## config.mk

```make
export PLATFORM = sky130hd
export DESIGN_NAME = sd_cmd_top
export DESIGN_NICKNAME = d
export VERILOG_FILES = /design/src/hdl/sd_rsp_pkg.sv /design/src/hdl/sd_cmd_pkg.sv /design/src/hdl/sd_cmd_ifs.sv /design/src/hdl/sd_cmd_top.sv /design/src/hdl/sd_cmd_seq.sv /design/src/hdl/sd_rsp_regs.sv /design/src/hdl/sd_rsp_read.sv /design/src/hdl/sd_cmd_write.sv
export SDC_FILE = /design/constraint.sdc
export NUM_CORES = 1
export LEC_CHECK = 0
export ABC_AREA = 1
export BUFFER_PORTS_ARGS = -buffer_cell sky130_fd_sc_hd__buf_2
export CAP_MARGIN = 25
export CORE_MARGIN = 2
export CORE_UTILIZATION = 55
export CTS_CLUSTER_DIAMETER = 120
export CTS_CLUSTER_SIZE = 30
export DETAILED_ROUTE_END_ITERATION = 10
export GPL_TIMING_DRIVEN = 0
export PLACE_DENSITY = 0.73
export SYNTH_ARGS = -nofsm -noshare
export SYNTH_HDL_FRONTEND = slang
export SYNTH_SLANG_ARGS = --single-unit
```

## constraint.sdc

```tcl
create_clock -name clk_i -period 7.8 [get_ports clk_i]
set_clock_uncertainty 0.2 [all_clocks]
set_input_delay 1.56 -clock clk_i [delete_from_list [all_inputs] [get_ports clk_i]]
set_output_delay 1.56 -clock clk_i [all_outputs]
set_load 0.01 [all_outputs]
```

## src/hdl/sd_rsp_pkg.sv

```systemverilog
package sd_rsp_pkg;

  // response frame lengths on the cmd line
  localparam int unsigned RSP_SHORT_LEN = 48;
  localparam int unsigned RSP_LONG_LEN  = 136;

  // bits kept from a response, bit 0 sits right before the crc
  // long: cid/csd without the 8 header bits
  // short: start, transmission, index and card status
  localparam int unsigned RSP_PAYLOAD_W = 120;

  // single cycle error strobes towards the interrupt status
  typedef struct packed {
    logic timeout;
    logic crc;
    logic end_bit;
    logic index;
  } sd_cmd_err_t;

endpackage

```

## src/hdl/sd_cmd_pkg.sv

```systemverilog
package sd_cmd_pkg;

  // command frame: start, transmission, index, argument, crc7, end
  localparam int unsigned CMD_LEN = 48;
  localparam int unsigned CRC7_W  = 7;

  // response type select, same encoding as the command register field
  typedef enum logic [1:0] {
    RSP_NONE       = 2'b00,
    RSP_LONG       = 2'b01, // 136 bit
    RSP_SHORT      = 2'b10, // 48 bit
    RSP_SHORT_BUSY = 2'b11  // 48 bit, then busy on dat0
  } rsp_type_e;

  typedef enum logic [2:0] {
    READY,
    WRITE_CMD,
    BUS_SWITCH,   // one turnaround cycle before listening
    READ_RSP,
    WAIT_BUSY,    // card holds dat0 low
    RSP_RECEIVED  // N_RC gap before the next command
  } cmd_seq_state_e;

  // one bit of crc7, g(x) = x^7 + x^3 + 1
  function automatic logic [6:0] crc7_step(
    input logic [6:0] crc,
    input logic       din
  );
    logic       fb;
    logic [6:0] nxt;
    fb  = din ^ crc[6];
    nxt = {crc[5:0], 1'b0};
    if (fb) begin
      nxt = nxt ^ 7'h09;
    end
    return nxt;
  endfunction

endpackage
```

## src/hdl/sd_cmd_ifs.sv

```systemverilog
`timescale 1ns/1ps

// sequencer to command writer
interface sd_tx_if;
  logic        start;    // one cycle, captures index and argument
  logic [5:0]  index;
  logic [31:0] argument;
  logic        tx_done;  // high with the last frame bit

  modport seq    (output start, index, argument, input tx_done);
  modport writer (input start, index, argument, output tx_done);
endinterface

// sequencer to response reader
interface sd_rx_if;
  import sd_rsp_pkg::*;

  logic                     listen;
  logic                     long_rsp;
  logic                     receiving;
  logic                     rsp_valid;   // results below hold only with this
  logic                     end_bit_err;
  logic                     crc_ok;
  logic [RSP_PAYLOAD_W-1:0] payload;

  modport seq (
    output listen, long_rsp,
    input  receiving, rsp_valid, end_bit_err, crc_ok, payload
  );
  modport reader (
    input  listen, long_rsp,
    output receiving, rsp_valid, end_bit_err, crc_ok, payload
  );
endinterface

```

## src/hdl/sd_cmd_top.sv

```systemverilog
`timescale 1ns/1ps

module sd_cmd_top #(
  parameter int unsigned TIMEOUT_CYCLES = 64,
  parameter int unsigned NRC_CYCLES     = 8
) (
  input  logic                  clk_i,
  input  logic                  rst_ni,
  input  logic                  cmd_start_i,
  input  logic [5:0]            cmd_index_i,
  input  logic [31:0]           cmd_arg_i,
  input  sd_cmd_pkg::rsp_type_e rsp_type_i,
  input  logic                  crc_check_en_i,
  input  logic                  index_check_en_i,
  input  logic                  busy_dat0_i,
  input  logic                  sd_cmd_i,
  output logic                  sd_cmd_o,
  output logic                  sd_cmd_en_o,
  output logic                  cmd_inhibit_o,
  output logic                  cmd_done_o,
  output logic                  rsp_done_o,
  output logic [31:0]           response0_o,
  output logic [31:0]           response1_o,
  output logic [31:0]           response2_o,
  output logic [31:0]           response3_o,
  output logic                  rsp_update_o,
  output logic                  err_timeout_o,
  output logic                  err_crc_o,
  output logic                  err_end_bit_o,
  output logic                  err_index_o
);
  import sd_rsp_pkg::*;

  sd_cmd_err_t err;

  sd_tx_if tx_if ();
  sd_rx_if rx_if ();

  sd_cmd_seq #(
    .TIMEOUT_CYCLES (TIMEOUT_CYCLES),
    .NRC_CYCLES     (NRC_CYCLES)
  ) i_seq (
    .clk_i            (clk_i),
    .rst_ni           (rst_ni),
    .cmd_start_i      (cmd_start_i),
    .cmd_index_i      (cmd_index_i),
    .cmd_arg_i        (cmd_arg_i),
    .rsp_type_i       (rsp_type_i),
    .crc_check_en_i   (crc_check_en_i),
    .index_check_en_i (index_check_en_i),
    .busy_dat0_i      (busy_dat0_i),
    .tx               (tx_if.seq),
    .rx               (rx_if.seq),
    .cmd_inhibit_o    (cmd_inhibit_o),
    .cmd_done_o       (cmd_done_o),
    .rsp_done_o       (rsp_done_o),
    .err_o            (err)
  );

  sd_cmd_write i_write (
    .clk_i       (clk_i),
    .rst_ni      (rst_ni),
    .tx          (tx_if.writer),
    .sd_cmd_o    (sd_cmd_o),
    .sd_cmd_en_o (sd_cmd_en_o)
  );

  sd_rsp_read i_read (
    .clk_i    (clk_i),
    .rst_ni   (rst_ni),
    .sd_cmd_i (sd_cmd_i),
    .rx       (rx_if.reader)
  );

  sd_rsp_regs i_regs (
    .clk_i        (clk_i),
    .rst_ni       (rst_ni),
    .rsp_type_i   (rsp_type_i),
    .rsp_valid_i  (rx_if.rsp_valid),
    .payload_i    (rx_if.payload),
    .response0_o  (response0_o),
    .response1_o  (response1_o),
    .response2_o  (response2_o),
    .response3_o  (response3_o),
    .rsp_update_o (rsp_update_o)
  );

  assign err_timeout_o = err.timeout;
  assign err_crc_o     = err.crc;
  assign err_end_bit_o = err.end_bit;
  assign err_index_o   = err.index;

endmodule

```

## src/hdl/sd_cmd_seq.sv

```systemverilog
`timescale 1ns/1ps

module sd_cmd_seq #(
  parameter int unsigned TIMEOUT_CYCLES = 64,
  parameter int unsigned NRC_CYCLES     = 8
) (
  input  logic                    clk_i,
  input  logic                    rst_ni,
  input  logic                    cmd_start_i,
  input  logic [5:0]              cmd_index_i,
  input  logic [31:0]             cmd_arg_i,
  input  sd_cmd_pkg::rsp_type_e   rsp_type_i,
  input  logic                    crc_check_en_i,
  input  logic                    index_check_en_i,
  input  logic                    busy_dat0_i,
  sd_tx_if.seq                    tx,
  sd_rx_if.seq                    rx,
  output logic                    cmd_inhibit_o,
  output logic                    cmd_done_o,
  output logic                    rsp_done_o,
  output sd_rsp_pkg::sd_cmd_err_t err_o
);
  import sd_cmd_pkg::*;

  localparam int unsigned CNT_MAX = (TIMEOUT_CYCLES > NRC_CYCLES) ? TIMEOUT_CYCLES : NRC_CYCLES;
  localparam int unsigned CNT_W   = $clog2(CNT_MAX + 1);

  cmd_seq_state_e   state_q, state_d;
  logic [CNT_W-1:0] cnt_q, cnt_d; // timeout in READ_RSP, N_RC in RSP_RECEIVED
  logic             req_q, req_d;
  logic             inhibit_q;
  logic [5:0]       req_idx_q;
  logic [31:0]      req_arg_q;
  logic [5:0]       cur_idx_q;   // index of the command on the bus
  logic             timeout;

  assign timeout = (state_q == READ_RSP) && !rx.receiving && !rx.rsp_valid &&
                   (cnt_q == CNT_W'(TIMEOUT_CYCLES - 1));

  always_comb begin
    state_d = state_q;
    unique case (state_q)
      READY:        if (req_q) state_d = WRITE_CMD;
      WRITE_CMD: begin
        if (tx.tx_done) begin
          state_d = (rsp_type_i == RSP_NONE) ? RSP_RECEIVED : BUS_SWITCH;
        end
      end
      BUS_SWITCH:   state_d = READ_RSP;
      READ_RSP: begin
        if (rx.rsp_valid) begin
          state_d = (rsp_type_i == RSP_SHORT_BUSY) ? WAIT_BUSY : RSP_RECEIVED;
        end else if (timeout) begin
          state_d = RSP_RECEIVED;
        end
      end
      WAIT_BUSY:    if (!busy_dat0_i) state_d = RSP_RECEIVED;
      RSP_RECEIVED: if (cnt_q == CNT_W'(NRC_CYCLES - 1)) state_d = READY;
      default:      state_d = READY;
    endcase
  end

  always_comb begin
    cnt_d = cnt_q;
    if (state_d != state_q) begin
      cnt_d = '0;
    end else if (state_q == READ_RSP && rx.receiving) begin
      cnt_d = '0; // a start bit holds off the timeout
    end else if (state_q == READ_RSP || state_q == RSP_RECEIVED) begin
      cnt_d = cnt_q + 1'b1;
    end
  end

  // extra starts are dropped while a request is pending
  always_comb begin
    req_d = req_q;
    if (tx.start) req_d = 1'b0;
    if (cmd_start_i && !req_q) req_d = 1'b1;
  end

  always_ff @(posedge clk_i) begin
    if (!rst_ni) begin
      state_q   <= READY;
      cnt_q     <= '0;
      req_q     <= 1'b0;
      inhibit_q <= 1'b0;
    end else begin
      state_q   <= state_d;
      cnt_q     <= cnt_d;
      req_q     <= req_d;
      inhibit_q <= req_d || (state_d != READY);
    end
  end

  always_ff @(posedge clk_i) begin
    if (cmd_start_i && !req_q) begin
      req_idx_q <= cmd_index_i;
      req_arg_q <= cmd_arg_i;
    end
    if (tx.start) cur_idx_q <= req_idx_q;
  end

  assign tx.start    = (state_q == READY) && req_q;
  assign tx.index    = req_idx_q;
  assign tx.argument = req_arg_q;
  assign rx.listen   = (state_q == READ_RSP);
  assign rx.long_rsp = (rsp_type_i == RSP_LONG);

  assign cmd_inhibit_o = inhibit_q;
  assign cmd_done_o    = (state_q == BUS_SWITCH);
  assign rsp_done_o    = (state_q == RSP_RECEIVED) && (cnt_q == '0); // first cycle only

  always_comb begin
    err_o         = '0;
    err_o.timeout = timeout;
    if (state_q == READ_RSP && rx.rsp_valid) begin
      err_o.end_bit = rx.end_bit_err;
      err_o.crc     = crc_check_en_i && !rx.crc_ok;
      // r2 carries no index
      err_o.index   = index_check_en_i && (rsp_type_i != RSP_LONG) &&
                      (rx.payload[37:32] != cur_idx_q);
    end
  end

  // the writer ends each frame exactly one frame length after the start
  a_done_after_start : assert property (
    @(posedge clk_i) disable iff (!rst_ni)
    tx.start |-> ##CMD_LEN tx.tx_done
  );

  // the writer finishes only while the sequencer waits for it
  a_done_in_write : assert property (
    @(posedge clk_i) disable iff (!rst_ni)
    tx.tx_done |-> (state_q == WRITE_CMD)
  );

endmodule

```

## src/hdl/sd_rsp_regs.sv

```systemverilog
`timescale 1ns/1ps

module sd_rsp_regs (
  input  logic                                   clk_i,
  input  logic                                   rst_ni,
  input  sd_cmd_pkg::rsp_type_e                  rsp_type_i,
  input  logic                                   rsp_valid_i,
  input  logic [sd_rsp_pkg::RSP_PAYLOAD_W-1:0]   payload_i,
  output logic [31:0]                            response0_o,
  output logic [31:0]                            response1_o,
  output logic [31:0]                            response2_o,
  output logic [31:0]                            response3_o,
  output logic                                   rsp_update_o
);
  import sd_cmd_pkg::*;

  assign rsp_update_o = rsp_valid_i && (rsp_type_i != RSP_NONE);

  always_ff @(posedge clk_i) begin
    if (!rst_ni) begin
      response0_o <= '0;
      response1_o <= '0;
      response2_o <= '0;
      response3_o <= '0;
    end else if (rsp_update_o) begin
      response0_o <= payload_i[31:0]; // card status or cid/csd low word
      if (rsp_type_i == RSP_LONG) begin
        response1_o       <= payload_i[63:32];
        response2_o       <= payload_i[95:64];
        response3_o[23:0] <= payload_i[119:96]; // upper byte is kept
      end
    end
  end

endmodule

```

## src/hdl/sd_rsp_read.sv

```systemverilog
`timescale 1ns/1ps

module sd_rsp_read (
  input  logic    clk_i,
  input  logic    rst_ni,
  input  logic    sd_cmd_i,
  sd_rx_if.reader rx
);
  import sd_cmd_pkg::*;
  import sd_rsp_pkg::*;

  localparam logic [7:0] LONG_HDR = 8'd8; // start, transmission, reserved

  logic                     rcv_q;
  logic                     valid_q;
  logic                     end_err_q;
  logic [7:0]               bit_cnt_q;  // frame position of the sampled bit
  logic [6:0]               crc_calc_q;
  logic [6:0]               crc_rx_q;
  logic [RSP_PAYLOAD_W-1:0] payload_q;
  logic [7:0]               last_idx;
  logic [7:0]               crc_first;
  logic                     start_det;
  logic                     crc_covered;

  assign last_idx  = rx.long_rsp ? 8'(RSP_LONG_LEN - 1) : 8'(RSP_SHORT_LEN - 1);
  assign crc_first = last_idx - 8'(CRC7_W);
  assign start_det = !rcv_q && rx.listen && !sd_cmd_i;

  // long responses protect only the payload, short ones the whole header
  assign crc_covered = (bit_cnt_q < crc_first) && (!rx.long_rsp || bit_cnt_q >= LONG_HDR);

  always_ff @(posedge clk_i) begin
    if (!rst_ni) begin
      rcv_q      <= 1'b0;
      valid_q    <= 1'b0;
      end_err_q  <= 1'b0;
      bit_cnt_q  <= '0;
      crc_calc_q <= '0;
      crc_rx_q   <= '0;
    end else begin
      valid_q <= 1'b0;
      if (start_det) begin
        rcv_q      <= 1'b1;
        bit_cnt_q  <= 8'd1;
        crc_calc_q <= '0; // a zero start bit leaves the crc at zero
      end else if (rcv_q && !rx.listen) begin
        rcv_q <= 1'b0; // sequencer gave up
      end else if (rcv_q) begin
        bit_cnt_q <= bit_cnt_q + 8'd1;
        if (crc_covered) begin
          crc_calc_q <= crc7_step(crc_calc_q, sd_cmd_i);
        end
        if (bit_cnt_q >= crc_first && bit_cnt_q < last_idx) begin
          crc_rx_q <= {crc_rx_q[5:0], sd_cmd_i};
        end
        if (bit_cnt_q == last_idx) begin
          rcv_q     <= 1'b0;
          valid_q   <= 1'b1;
          end_err_q <= !sd_cmd_i; // end bit must be 1
        end
      end
    end
  end

  always_ff @(posedge clk_i) begin
    if (start_det) begin
      payload_q <= '0; // start bit lands in bit 0
    end else if (rcv_q && bit_cnt_q < crc_first) begin
      payload_q <= {payload_q[RSP_PAYLOAD_W-2:0], sd_cmd_i};
    end
  end

  assign rx.receiving   = rcv_q;
  assign rx.rsp_valid   = valid_q;
  assign rx.end_bit_err = end_err_q;
  assign rx.crc_ok      = (crc_calc_q == crc_rx_q);
  assign rx.payload     = payload_q;

  // a result only comes back while the sequencer still listens for it
  a_valid_while_listen : assert property (
    @(posedge clk_i) disable iff (!rst_ni)
    rx.rsp_valid |-> rx.listen
  );

endmodule

```

## src/hdl/sd_cmd_write.sv

```systemverilog
`timescale 1ns/1ps

module sd_cmd_write (
  input  logic     clk_i,
  input  logic     rst_ni,
  sd_tx_if.writer  tx,
  output logic     sd_cmd_o,
  output logic     sd_cmd_en_o
);
  import sd_cmd_pkg::*;

  // bits after the start bit that come from the request
  localparam int unsigned HDR_W = CMD_LEN - CRC7_W - 2;
  localparam logic [5:0] LAST_BIT  = 6'(CMD_LEN - 1);
  localparam logic [5:0] CRC_FIRST = 6'(CMD_LEN - CRC7_W - 1);

  logic             busy_q;
  logic             cmd_q;
  logic [5:0]       bit_cnt_q;  // frame position of the bit on the line
  logic [6:0]       crc_q;      // accumulates, then shifts out
  logic [HDR_W-1:0] shreg_q;

  always_ff @(posedge clk_i) begin
    if (!rst_ni) begin
      busy_q    <= 1'b0;
      cmd_q     <= 1'b1; // line idles high
      bit_cnt_q <= '0;
      crc_q     <= '0;
    end else if (tx.start) begin
      busy_q    <= 1'b1;
      cmd_q     <= 1'b0; // start bit
      bit_cnt_q <= '0;
      crc_q     <= crc7_step('0, 1'b0);
    end else if (busy_q) begin
      bit_cnt_q <= bit_cnt_q + 6'd1;
      if (bit_cnt_q == LAST_BIT) begin
        busy_q <= 1'b0;
        cmd_q  <= 1'b1;
      end else if (bit_cnt_q < CRC_FIRST - 6'd1) begin
        cmd_q <= shreg_q[HDR_W-1];
        crc_q <= crc7_step(crc_q, shreg_q[HDR_W-1]);
      end else if (bit_cnt_q < LAST_BIT - 6'd1) begin
        // crc is complete once bit 39 is on the line
        cmd_q <= crc_q[6];
        crc_q <= {crc_q[5:0], 1'b0};
      end else begin
        cmd_q <= 1'b1; // end bit
      end
    end
  end

  always_ff @(posedge clk_i) begin
    if (tx.start) begin
      shreg_q <= {1'b1, tx.index, tx.argument}; // transmission bit leads
    end else if (busy_q) begin
      shreg_q <= {shreg_q[HDR_W-2:0], 1'b0};
    end
  end

  assign tx.tx_done  = busy_q && (bit_cnt_q == LAST_BIT);
  assign sd_cmd_o    = cmd_q;
  assign sd_cmd_en_o = busy_q;

  // the driver is off again one frame after it turned on
  a_en_one_frame : assert property (
    @(posedge clk_i) disable iff (!rst_ni)
    $rose(sd_cmd_en_o) |-> ##CMD_LEN !sd_cmd_en_o
  );

endmodule

```

Word-level counts from Yosys, hierarchy flattened. Cells that the tools add are included.

Bits in registers: 375. Input port bits: 47. Output and inout bits: 138. Word-level logic and storage cells: 142.

Add/sub/neg operators: 4. Order comparisons: 6. Equality and inequality tests: 16. Multiplexer cells: 35. Bitwise logic cells: 9. Reductions and logical operators: 47.

Operators with widths (count): $mux W38 (2); $mux W3 (8); $mux W1 (19); $logic_and A1 B1 Y1 (18); $pmux W3 S6 (1); $lt A8 B8 Y1 (2); $mux W7 (2); $lt A6 B6 Y1 const B (2); $add A8 B1 Y8 const B (1); $eq A8 B8 Y1 (1); $ge A8 B4 Y1 const B (1); $ge A8 B8 Y1 (1); $mux W4 (2); $mux W8 (1); $reduce_and A4 Y1 (2); $reduce_bool A2 Y1 (4); $sub A8 B3 Y8 const B (1); $add A7 B1 Y7 const B (1); $eq A7 B3 Y1 const B (1); $eq A7 B6 Y1 const B (1); $eq A7 B7 Y1 (1); $logic_not A1 Y1 (7); $logic_not A7 Y1 (1); $add A6 B1 Y6 const B (1); other kinds (21) (36).

Logic depth before layout (Yosys ltp). Gate-level depths: netlist of run 1.

Word-level depth: 9. Mapped depth: 13. Gate-level depth less buffers: 12.

Modules after synthesis. Synthesis of run 1 repeated with hierarchy kept, for this count alone.

Cells, all modules: 2012. Area, all modules: 15683.8 sq um.

Modules (own cells, without submodules): sd_rsp_read (instances 1, cells an instance 756, area an instance 5923.2 sq um, sequential area each 2902.8 sq um); sd_rsp_regs (instances 1, cells an instance 778, area an instance 5051.1 sq um, sequential area each 2402.3 sq um); sd_cmd_write (instances 1, cells an instance 282, area an instance 2412.3 sq um, sequential area each 1461.4 sq um); sd_cmd_seq (instances 1, cells an instance 196, area an instance 2297.2 sq um, sequential area each 1561.5 sq um).

Least setup slack after synthesis of run 1. Ideal clock, no wire load.

Kind: input port to output port. From: input port rsp_type_i[0]. To: output port rsp_update_o. Data arrival time: 2.128 ns. Required time: 6.040 ns. Setup slack: 3.912 ns. Cell stages on the path: 3. Buffers on the path: 1. Cells stage by stage: nor2_1 nor2_1 clkbuf_1.

Longest elaborated chain between the ends: 2.

Ends and longest elaborated chain: start, declared (line sd_cmd_top.sv:12) `input sd_cmd_pkg::rsp_type_e rsp_type_i,`; $reduce_bool A2 Y1 (line sd_rsp_regs.sv:17) `assign rsp_update_o = rsp_valid_i && (rsp_type_i != RSP_NONE);`; $logic_and A1 B1 Y1 (line sd_rsp_regs.sv:17); end, declared (line sd_cmd_top.sv:26) `output logic rsp_update_o,`.

Every way passes these cells.

Final worst setup path of run 1.
From: input port rsp_type_i[1]. To: output port rsp_update_o.

The elaborated chain is that of the path after synthesis.

==> impl_results.md, run 1 <==
- Status: finished clean
- Antenna violation net count after detailed routing: 0
- Input/output buffers: 175
- Setup TNS: 0 ns
- Final setup viols: 0
- Max Slew Vio Count: 0
- Core Area: 25110 µm²
- DR WL/cell: 13.75 µm
- # diodes: 0
- Fraction of layout cells with a size suffix above 1: 14.11%
- CTS clk-pin slew, worst paths: 0.11 ns
- GRT Total Usage: 22.43%
- Post-CTS Setup Bufs: 0
- Cts bufs inserted: 16
- Routed WL: 30360 µm
- Slew headroom: 49.00%
- Final worst path period share: 60.81%
- Layout Nets: 1930
- Vert. Die Dim: 163.9 µm
- Cell variety after synth: 38
- Drt drc: 0
- Critical Path AT: 2.98 ns
- Initial antenna violation count: 1
- Mapped Cells: 1672
- Die W: 163.9 µm
- Crit path kind: in -> out
- Final WS setup: 3.057 ns
- Post-cts gate resize count: 0
- Final hold vios: 0
- Ys flop type: dfxtp_1
- Critical Path RT: 6.04 ns
- Min cycle time layout: 4.743 ns
- Row cnt: 58
- Sequential area share after synthesis: 59.23%
- CTS tree: done
- Initial Util: 56.00%
- CTS max path bufs: 3
- Number of synthesized flops with an enable pin: 82
- Placement Setup Slack: 3.027 ns
- Worst Hold Class: reg -> reg
- Post-CTS Hold Buffers: 0
- First-pass DRT Iterations: 4
- Filler cells: 2269
- Worst VDD drop: 0.2218 mV
- CTS H-tree depth: 1
- Starting DRT DRC Count: 700
- Max-cap check violation count: 0
- # IOs: 185
- RSZ-0062 raised after global routing: false
- Startpoint types: primary input
- Area growth syn-to-layout: 12.99%
- Worst skew pair latency: 0.51 ns
- Gpl congestion: 0.8676
- Via Count: 11170
- FF+latch count, synth: 375
- Vias per std cell: 5.057
- Clk sinks: 375
- Syn Area/Cell: 8.410 µm²
- Total global routing overflow: 0
- Vias in the first global route: 10140
- Worst Max-Slew Pin Slew: 0.7642 ns
- Leakage: 7.507 nW
- Yosys warning count: 0
- Maximum fanout along the worst path: 10
- Pin count of the biggest net entering global routing: 37
- DP Wirelength: 21470 µm
- Critical Path End Type: primary output
- Most frequent cells in the layout: 551 x nor2_1, 293 x dfxtp_1, 228 x o21ai_0, 191 x nand2_1, 184 x buf_2
- Die Area: 26860 µm²
- Async SR Flop Fraction: 0%
- Highest clock rate: 210.8 MHz
- Synthesized area: 14060 µm²
- Cell Pwr Density: 271.0 nW/µm²
- First-pass GRT wire length: 49430 µm
- Commonest non-fill, non-tap cell in the layout: nor2_1
- Root Driver: clkbuf_16
==> where the power goes <==
part           leakage (nW)  internal [mW]  switching (mW)
Combinational          4.11          0.267           0.377
Clock                 0.222          0.408           0.578
Sequential             3.18           2.42           0.253
==> flip-flops by register name (all words and copies together), names as in the netlist, 3 cells and up <==
| signal | cells |
|---|---|
| i_seq.tx.index | 6 |
| i_seq.cur_idx_q | 6 |
| i_seq.cnt_q | 7 |
| i_read.crc_rx_q | 7 |
| i_regs.response1_o | 32 |
| i_seq.state_q | 3 |
| i_seq.tx.argument | 32 |
| i_regs.response2_o | 32 |
| i_regs.response3_o | 24 |
| i_read.crc_calc_q | 7 |
| i_read.rx.payload | 120 |
| i_read.bit_cnt_q | 8 |
| i_write.shreg_q | 39 |
| i_write.bit_cnt_q | 6 |
| i_write.crc_q | 7 |
| i_regs.response0_o | 32 |
==> area by class of cell <==
class,count,area (µm²),area share (%)
Clock buffer,21,440.4,2.772
Multi-Input combinational cell,1138,5015,31.56
Clock inverter,1,16.27,0.1024
Timing Repair Buffer,177,923.4,5.812
Buffer,97,493.0,3.103
Tap cell,330,412.9,2.599
Inverter,69,259.0,1.630
Sequential cell,375,8328,52.42
==> synth_stat cells (4+ instances only) <==
library cell / n / area share [%]
nor2_1: 552 / 15
xnor2_1: 7 / 0.44
o21ai_0: 228 / 8.1
buf_6: 4 / 0.32
o21ai_1: 35 / 1.2
nor3_1: 14 / 0.50
nand2_1: 191 / 5.1
nand4_1: 8 / 0.36
inv_2: 9 / 0.24
buf_2: 9 / 0.32
edfxtp_1: 82 / 18
clkbuf_1: 60 / 1.6
buf_4: 20 / 1.1
dfxtp_1: 293 / 42
nand2_2: 4 / 0.18
xor2_1: 12 / 0.75
inv_1: 60 / 1.6
ha_1: 9 / 0.80
nand3_1: 21 / 0.75
a21oi_1: 21 / 0.75
nor2_2: 7 / 0.31
==> path summary, 6_finish.rpt <==
kind                            cells after the start              start  slack (ns)                  to
worst max register to register                      8   i_seq.state_q[2]        5.04  i_write.shreg_q[0]
worst max-delay path                                5      rsp_type_i[1]        3.06        rsp_update_o
worst min-delay path                                0  i_seq.tx.index[0]        0.26  i_seq.cur_idx_q[0]
worst min register to register                      0  i_seq.tx.index[0]        0.26  i_seq.cur_idx_q[0]
==> logic make-up after synthesis <==
group | synth area share (%)
DFF | 59.23
buffers and inverters | 5.348
other | 0.02667
adders and majority gates | 0.8009
xor gates and xnor gates | 1.183
and+or+nand+nor | 23.16
AOI/OAI and AO/OA | 10.25
==> worst max-delay path, stage by stage <==
cell      delay, ns
buf_2          0.13
nor2_1         0.07
nor2_1         0.54
clkbuf_1       0.46
buf_2          0.22
==> stage by stage <==
stage / util [%] / power, mW / std cells / hold WS, ns / cell area [µm²]
after floorplan: - / 3.143 / 1679 / 0.2268 / 14090
after global placement: 61.24 / 3.307 / 2184 / 0.2406 / 15380
after detailed placement: 61.46 / 3.360 / 2186 / 0.2397 / 15430
after CTS: 63.27 / 4.332 / 2208 / 0.2668 / 15890
after global routing: 63.27 / 4.565 / 2208 / 0.2895 / 15890
final: 63.27 / 4.305 / 2208 / 0.2631 / 15890
==> per-layer routing <==
metal / track usage (%) / share of wire, % / vias up
li1: - / - / 5749
met1: 31.10 / 47 / 5141
met2: 36.71 / 45 / 236
met3: 4.722 / 6.2 / 39
met4: 4.306 / 1.7 / 0
met5: 0 / 0 / -
No activity file was read; power rests on OpenSTA's default activity.
==> run 2, diff against run 1 <==
Settings changed: ABC_AREA 1 to 0, CORE_UTILIZATION 55 to 52, PLACE_DENSITY 0.73 to 0.72.
Clock period 7.8 ns to 3.9 ns, I/O delays scaled along.
==> impl_results.md, run 2 <==
- Worst skew pair latency: 0.52 ns (was 0.51 ns)
- Most common cell in the netlist: nand2_1 (was nor2_1)
- Core Area: 26130 µm² (was 25110 µm²)
- Mapped Cells: 1488 (was 1672)
- Largest cells by area after synthesis: dfxtp_1 42%, edfxtp_1 18%, nand2_1 14% (was dfxtp_1 42%, edfxtp_1 18%, nor2_1 15%)
- M2 GR Usage: 33.59% (was 36.71%)
- Root Driver: clkbuf_16 (unchanged)
- Critical Path RT: 4.15 ns (was 6.04 ns)
- GRT Total Usage: 20.38% (was 22.43%)
- Routed WL: 28980 µm (was 30360 µm)
- Simple-gate share of the synthesized area: 18.31% (was 23.16%)
- Status: finished with violations (was finished clean)
- Placement Setup Slack: -0.2133 ns (was 3.027 ns)
- Post-CTS Hold Buffers: 0 (unchanged)
- Slowest cell on the critical path: clkbuf_1 (was nor2_1)
- Max-cap check violation count: 0 (unchanged)
- First-pass DRT Iterations: 8 (was 4)
- Grt met3 use: 3.309% (was 4.722%)
- Cell Area, Placed: 15240 µm² (was 15430 µm²)
- Top cells by count, synth: 501 x nand2_1, 293 x dfxtp_1, 250 x a21oi_1 (was 552 x nor2_1, 293 x dfxtp_1, 228 x o21ai_0)
- Worst Hold Class: in -> reg (was reg -> reg)
- Final hold vios: 0 (unchanged)
- Commonest non-fill, non-tap cell in the layout: nand2_1 (was nor2_1)
- Yosys warning count: 0 (unchanged)
- Largest family of logic cells by synthesized area: simple AND/OR/NAND/NOR gates (unchanged)
- Initial Util: 53.17% (was 56.00%)
- Min cycle time layout: 3.621 ns
- Mux cell area share after synthesis: 4.520% (was 0%)
- Sequential area share after synthesis: 59.93% (was 59.23%)
- Ys flop type: dfxtp_1 (unchanged)
- Highest clock rate: 276.2 MHz
- Cts bufs inserted: 16 (unchanged)
- Die Area: 28050 µm² (was 26860 µm²)
- Final WS setup: 0.2788 ns (was 3.057 ns)
- Starting DRT DRC Count: 830 (was 700)
- DP Wirelength: 20570 µm (was 21470 µm)
- Die W: 167.5 µm (was 163.9 µm)
- Slew headroom: 35.01% (was 49.00%)
- WP buf/inv: 4 (was 3)
- DR WL/cell: 14.28 µm (was 13.75 µm)
- Failing checks: design-rule violations
- Vert. Die Dim: 167.5 µm (was 163.9 µm)
- Max Slew Vio Count: 0 (unchanged)
- Async SR Flop Fraction: 0% (unchanged)
- Final setup viols: 0 (unchanged)
- Vias in the first global route: 9509 (was 10140)
- GR Util met1: 28.21% (was 31.10%)
- Initial antenna violation count: 0 (was 1)
- Critical Path, Cell by Cell: buf_2, nand2b_1, inv_1, ha_1, a211o_1, a21oi_1, o211a_1, clkbuf_1, clkbuf_1, nand2_1, a21oi_1 (was buf_2, nor2_1, nor2_1, clkbuf_1, buf_2)
- CTS tree: done (unchanged)
- Xor-xnor portion of the synthesized cell area: 2.323% (was 1.183%)
- Setup TNS: 0 ns (unchanged)
- Via Count: 10430 (was 11170)
- Largest delay share family, worst path: buffers and inverters (unchanged)
- Worst Max-Slew Pin Slew: 0.9728 ns (was 0.7642 ns)
- CTS max path bufs: 3 (unchanged)
- Startpoint types: primary input (unchanged)
- Post-CTS Setup Bufs: 0 (unchanged)
- Design area: 15700 µm² (was 15890 µm²)
- # diodes: 0 (unchanged)
- Most frequent cells in the layout: 501 x nand2_1, 293 x dfxtp_1, 250 x a21oi_1, 187 x buf_2, 82 x edfxtp_1 (was 551 x nor2_1, 293 x dfxtp_1, 228 x o21ai_0, 191 x nand2_1, 184 x buf_2)
- Overall Power: 6.438 mW (was 4.305 mW)
- Complex-gate fraction of the synthesized area: 10.77% (was 10.25%)
- Number of synthesized flops with an enable pin: 82 (unchanged)
- Clk sinks: 375 (unchanged)
- Leakage: 6.014 nW (was 7.507 nW)
- FF+latch count, synth: 375 (unchanged)
- # IOs: 185 (unchanged)
- Worst VDD drop: 0.3926 mV (was 0.2218 mV)
- CTS clk-pin slew, worst paths: 0.11 ns (about the same)
- Cell variety after synth: 64 (was 38)
- Row cnt: 59 (was 58)
- Cell Pwr Density: 410.0 nW/µm² (was 271.0 nW/µm²)
- Hold slack: 0.2355 ns (was 0.2631 ns)
- Worst stage delay on the critical path: 0.60 ns (was 0.54 ns)
- Maximum fanout along the worst path: 10 (unchanged)
- Area growth syn-to-layout: 12.98% (was 12.99%)
- Max FFs per register: 120 (unchanged)
- RSZ-0062 raised after global routing: false (unchanged)
- Input/output buffers: 176 (was 175)
- Drt drc: 14 (was 0)
- Layout Nets: 1746 (was 1930)
- Crit path kind: in -> reg (was in -> out)
- Vias per std cell: 5.139 (was 5.057)
- Synthesized area: 13900 µm² (was 14060 µm²)
- Critical Path End Type: flip-flop (was primary output)
- Post-synth top area share: 42.21% (was 41.72%)
- Adder-cell area share of the yosys netlist: 0.8104% (was 0.8009%)
- First-pass GRT wire length: 47420 µm (was 49430 µm)
- Fraction of layout cells with a size suffix above 1: 15.76% (was 14.11%)
- Post-cts gate resize count: 0 (unchanged)
- Critical Path AT: 3.87 ns (was 2.98 ns)
- Area leader, netlist: dfxtp_1 (unchanged)
- Final worst path period share: 92.85%
- Antenna violation net count after detailed routing: 0 (unchanged)
- Total global routing overflow: 0 (unchanged)
- GRT Max-Usage Layer: met2 (unchanged)
- Gpl congestion: 0.8921 (was 0.8676)
- Syn Area/Cell: 9.339 µm² (was 8.410 µm²)
- Pin count of the biggest net entering global routing: 39 (was 37)
- Setup slack, reg-to-reg: 0.56 ns (was 5.04 ns)
- CTS H-tree depth: 1 (unchanged)
==> run 2: changes by cell type after synthesis, sizes merged, moves of 20 or more <==
cell | previous run | this run
nand2 | 197 | 501
mux2i | 0 | 20
mux2 | 0 | 38
nor2 | 560 | 51
inv | 69 | 10
a21oi | 21 | 251
o21ai | 263 | 4
==> run 2: routing by layer <==
metal  vias to the layer above  wire length (µm)
li1                       5330                 -
met1                      4826             13650
met2                       229             13150
met3                        42              1488
met4                         0               700
met5                         -                 0
==> run 2: layout make-up <==
| class | count | area [µm²] |
|---|---|---|
| timing repair buffer | 177 | 888.4 |
| inverter | 11 | 41.29 |
| tap | 335 | 419.2 |
| buffer | 100 | 419.2 |
| fill | 2360 | 10430 |
| clock buffer | 21 | 440.4 |
| multi-input combinational | 1009 | 5147 |
| sequential | 375 | 8328 |
| clock inverter | 1 | 16.27 |
==> run 2: kinds of logic after synthesis <==
kind of cell / after synthesis
AOI/OAI and AO/OA: 281
xor gates and xnor gates: 36
adders and majority gates: 9
buffers and inverters: 111
DFF: 375
muxes: 58
other: 1
and+or+nand+nor: 617
==> run 2: through the flow <==
stage	utilization, %	std cells
global route	60.08	2029
CTS	60.08	2029
detailed placement	58.33	2007
floorplan	-	1495
finish	60.08	2029
global placement	58.25	2006
==> run 2: final timing paths <==
path	from	to	depth (start not counted)
min	cmd_arg_i[8]	i_seq.tx.argument[8]	1
min reg2reg	i_regs.response1_o[29]	i_regs.response1_o[29]	2
max reg2reg	i_seq.state_q[1]	i_write.shreg_q[3]	5
max	rsp_type_i[1]	i_read.rx.payload[118]	11
==> run 2: worst reg2reg max path: cells and delay by family, from the launching register on <==
kind / cells / cell delay [ns]
flops: 1 / 0.31
buf+inv: 3 / 1.07
simple gates: 2 / 1.36
==> run 2: power breakdown <==
group | switching, mW | internal, mW | leakage, nW
combinational | 0.175 | 0.135 | 2.65
sequential | 0.0399 | 4.11 | 3.14
clock | 1.16 | 0.816 | 0.222
total | 1.38 | 5.06 | 6.01
==> run 3, diff against run 2 <==
Settings changed: REMOVE_ABC_BUFFERS set to 1.
==> impl_results.md, run 3 (synthesis results as in run 2) <==
- Input/output buffers: 176 (unchanged)
- Sw Ratio: 21.04% (was 21.36%)
- Via Count: 10130 (was 10430)
- Worst stage delay on the critical path: 0.75 ns (was 0.60 ns)
- Drt drc: 16 (was 14)
- Leakage: 6.030 nW (was 6.014 nW)
- CTS H-tree depth: 1 (unchanged)
- Startpoint types: primary input (unchanged)
- First-pass DRT Iterations: 9 (was 8)
- Status: finished with violations (unchanged)
- Sw power: 1.349 mW (was 1.375 mW)
- WP buf/inv: 4 (unchanged)
- Initial Util: 53.17% (unchanged)
- GRT Total Usage: 19.41% (was 20.38%)
- Worst Max-Slew Pin Slew: 0.9350 ns (was 0.9728 ns)
- Vert. Die Dim: 167.5 µm (unchanged)
- Final setup viols: 0 (unchanged)
- Die W: 167.5 µm (unchanged)
- DR WL/cell: 14.19 µm (was 14.28 µm)
- Critical Path RT: 2.92 ns (was 4.15 ns)
- Initial antenna violation count: 0 (unchanged)
- CTS max path bufs: 3 (unchanged)
- Core Area: 26130 µm² (unchanged)
- Gpl congestion: 0.7917 (was 0.8921)
- Cell Pwr Density: 408.3 nW/µm² (was 410.0 nW/µm²)
- Starting DRT DRC Count: 743 (was 830)
- Clk network pwr share: 30.5% (was 30.7%)
- Total global routing overflow: 0 (unchanged)
- Commonest non-fill, non-tap cell in the layout: nand2_1 (unchanged)
- Antenna violation net count after detailed routing: 0 (unchanged)
- First-pass GRT wire length: 45910 µm (was 47420 µm)
- Overall Power: 6.414 mW (was 6.438 mW)
- Reg area: 8328 µm² (unchanged)
- Crit path kind: in -> out (was in -> reg)
- Internal power: 5.064 mW (was 5.063 mW)
- CTS clk-pin slew, worst paths: 0.11 ns (about the same)
- Cell Area, Placed: 15250 µm² (was 15240 µm²)
- Routed WL: 27810 µm (was 28980 µm)
- Final hold vios: 0 (unchanged)
- Min cycle time layout: 3.453 ns (was 3.621 ns)
- # IOs: 185 (unchanged)
- Row cnt: 59 (unchanged)
- Max-cap check violation count: 0 (unchanged)
- Die Area: 28050 µm² (unchanged)
- Root Driver: clkbuf_16 (unchanged)
- DP Wirelength: 18580 µm (was 20570 µm)
- # diodes: 0 (unchanged)
- Critical Path End Type: primary output (was flip-flop)
- Critical Path AT: 2.47 ns (was 3.87 ns)
- Slew headroom: 37.43% (was 35.01%)
- Post-CTS Hold Buffers: 0 (unchanged)
- Hold slack: 0.2392 ns (was 0.2355 ns)
- Pin count of the biggest net entering global routing: 108 (was 39)
- Most frequent cells in the layout: 500 x nand2_1, 293 x dfxtp_1, 250 x a21oi_1, 176 x buf_2, 82 x edfxtp_1 (was 501 x nand2_1, 293 x dfxtp_1, 250 x a21oi_1, 187 x buf_2, 82 x edfxtp_1)
- Slowest cell on the critical path: o21ai_4 (was clkbuf_1)
- Critical path's most frequent cell: buf_2
- Critical Path, Cell by Cell: buf_2, o21ai_4, inv_1, buf_16, buf_2 (was buf_2, nand2b_1, inv_1, ha_1, a211o_1, a21oi_1, o211a_1, clkbuf_1, clkbuf_1, nand2_1, a21oi_1)
- Filler cells: 2272 (was 2360)
- Post-CTS Setup Bufs: 0 (unchanged)
- Failing checks: design-rule violations (unchanged)
- Post-cts gate resize count: 0 (unchanged)
- Max FFs per register: 120 (unchanged)
- Vias in the first global route: 9238 (was 9509)
- Layout Nets: 1677 (was 1746)
- Cts bufs inserted: 16 (unchanged)
- Fraction of layout cells with a size suffix above 1: 17.48% (was 15.76%)
- Area growth syn-to-layout: 13.05% (was 12.98%)
- Maximum fanout along the worst path: 33 (was 10)
- Clk sinks: 375 (unchanged)
- Final worst path period share: 88.54% (was 92.85%)
- Worst VDD drop: 0.3732 mV (was 0.3926 mV)
- Design area: 15710 µm² (was 15700 µm²)
- Combinational power share: 4.6% (was 4.8%)
- Max Slew Vio Count: 0 (unchanged)
- Sequential Power Share: 64.9% (was 64.5%)
- Highest clock rate: 289.6 MHz (was 276.2 MHz)
- RSZ-0062 raised after global routing: false (unchanged)
- Vias per std cell: 5.170 (was 5.139)
- Worst skew pair latency: 0.51 ns (was 0.52 ns)
- Area of the multi-input gates: 5182 µm² (was 5147 µm²)
- Placement Setup Slack: 0.02239 ns (was -0.2133 ns)
- CTS tree: done (unchanged)
- Largest delay share family, worst path: buffers and inverters (unchanged)
- Final WS setup: 0.4470 ns (was 0.2788 ns)
- Worst Hold Class: in -> reg (unchanged)
[run 3: cell count changes in the layout (fill, tap and decap cells not counted), moves of 4 or more]
cell      delta
buf_6        +4
buf_2       -11
buf_4       +11
buf_1        -6
clkbuf_1    -75
buf_16       +6
[run 3: metal layers]
layer	GRT usage (%)	up-vias	routed length, µm
met5	0	-	0
met3	2.576	25	1445
li1	-	5179	-
met4	4.272	0	515
met1	26.60	4691	12520
met2	33.07	239	13340
[run 3: power groups by stage]
| stage | sequential, mW | clock (mW) | combinational, mW |
|---|---|---|---|
| 3_3_place_gp | 4.25 | 0 | 0.275 |
| 2_1_floorplan | 4.23 | 0 | 0.202 |
| 3_5_place_dp | 4.25 | 0 | 0.302 |
| 4_1_cts | 4.16 | 2.02 | 0.302 |
| 5_1_grt | 4.18 | 2.16 | 0.328 |
| 6_report | 4.16 | 1.95 | 0.297 |
[run 3: worst paths after layout]
check | start | to | slack, ns | cells past startpoint
hold reg to reg | i_seq.tx.index[4] | i_seq.cur_idx_q[4] | 0.25 | 0
setup / recovery | rsp_type_i[0] | rsp_update_o | 0.45 | 5
hold / removal | cmd_arg_i[21] | i_seq.tx.argument[21] | 0.24 | 1
setup reg to reg | i_seq.state_q[0] | i_read.rx.payload[114] | 0.81 | 8
[run 3: worst register-to-register path, cell delays in order (launching register included)]
cell and delay, ns:
dfxtp_1 0.79, inv_1 0.23, nor4_2 0.72, buf_4 0.30
buf_4 0.21, buf_6 0.16, buf_4 0.16, buf_4 0.19
a21oi_1 0.06
[run 3: cell type report]
class / count / area share, %
clock buffers: 21 / 2.804
clock inverters: 1 / 0.1035
inverters: 11 / 0.2947
multi-input cells: 1009 / 32.99
flip-flops and latches: 375 / 53.01
well taps: 335 / 2.668
repair buffers: 208 / 8.124
[run 3: stage by stage]
step / util [%] / std cells / TNS (ns)
4_1_cts: 60.11 / 1960 / 0
6_report: 60.11 / 1960 / 0
2_1_floorplan: - / 1395 / -827.48
5_1_grt: 60.11 / 1960 / 0
3_5_place_dp: 58.36 / 1938 / 0
3_3_place_gp: 56.65 / 1906 / -1782.31
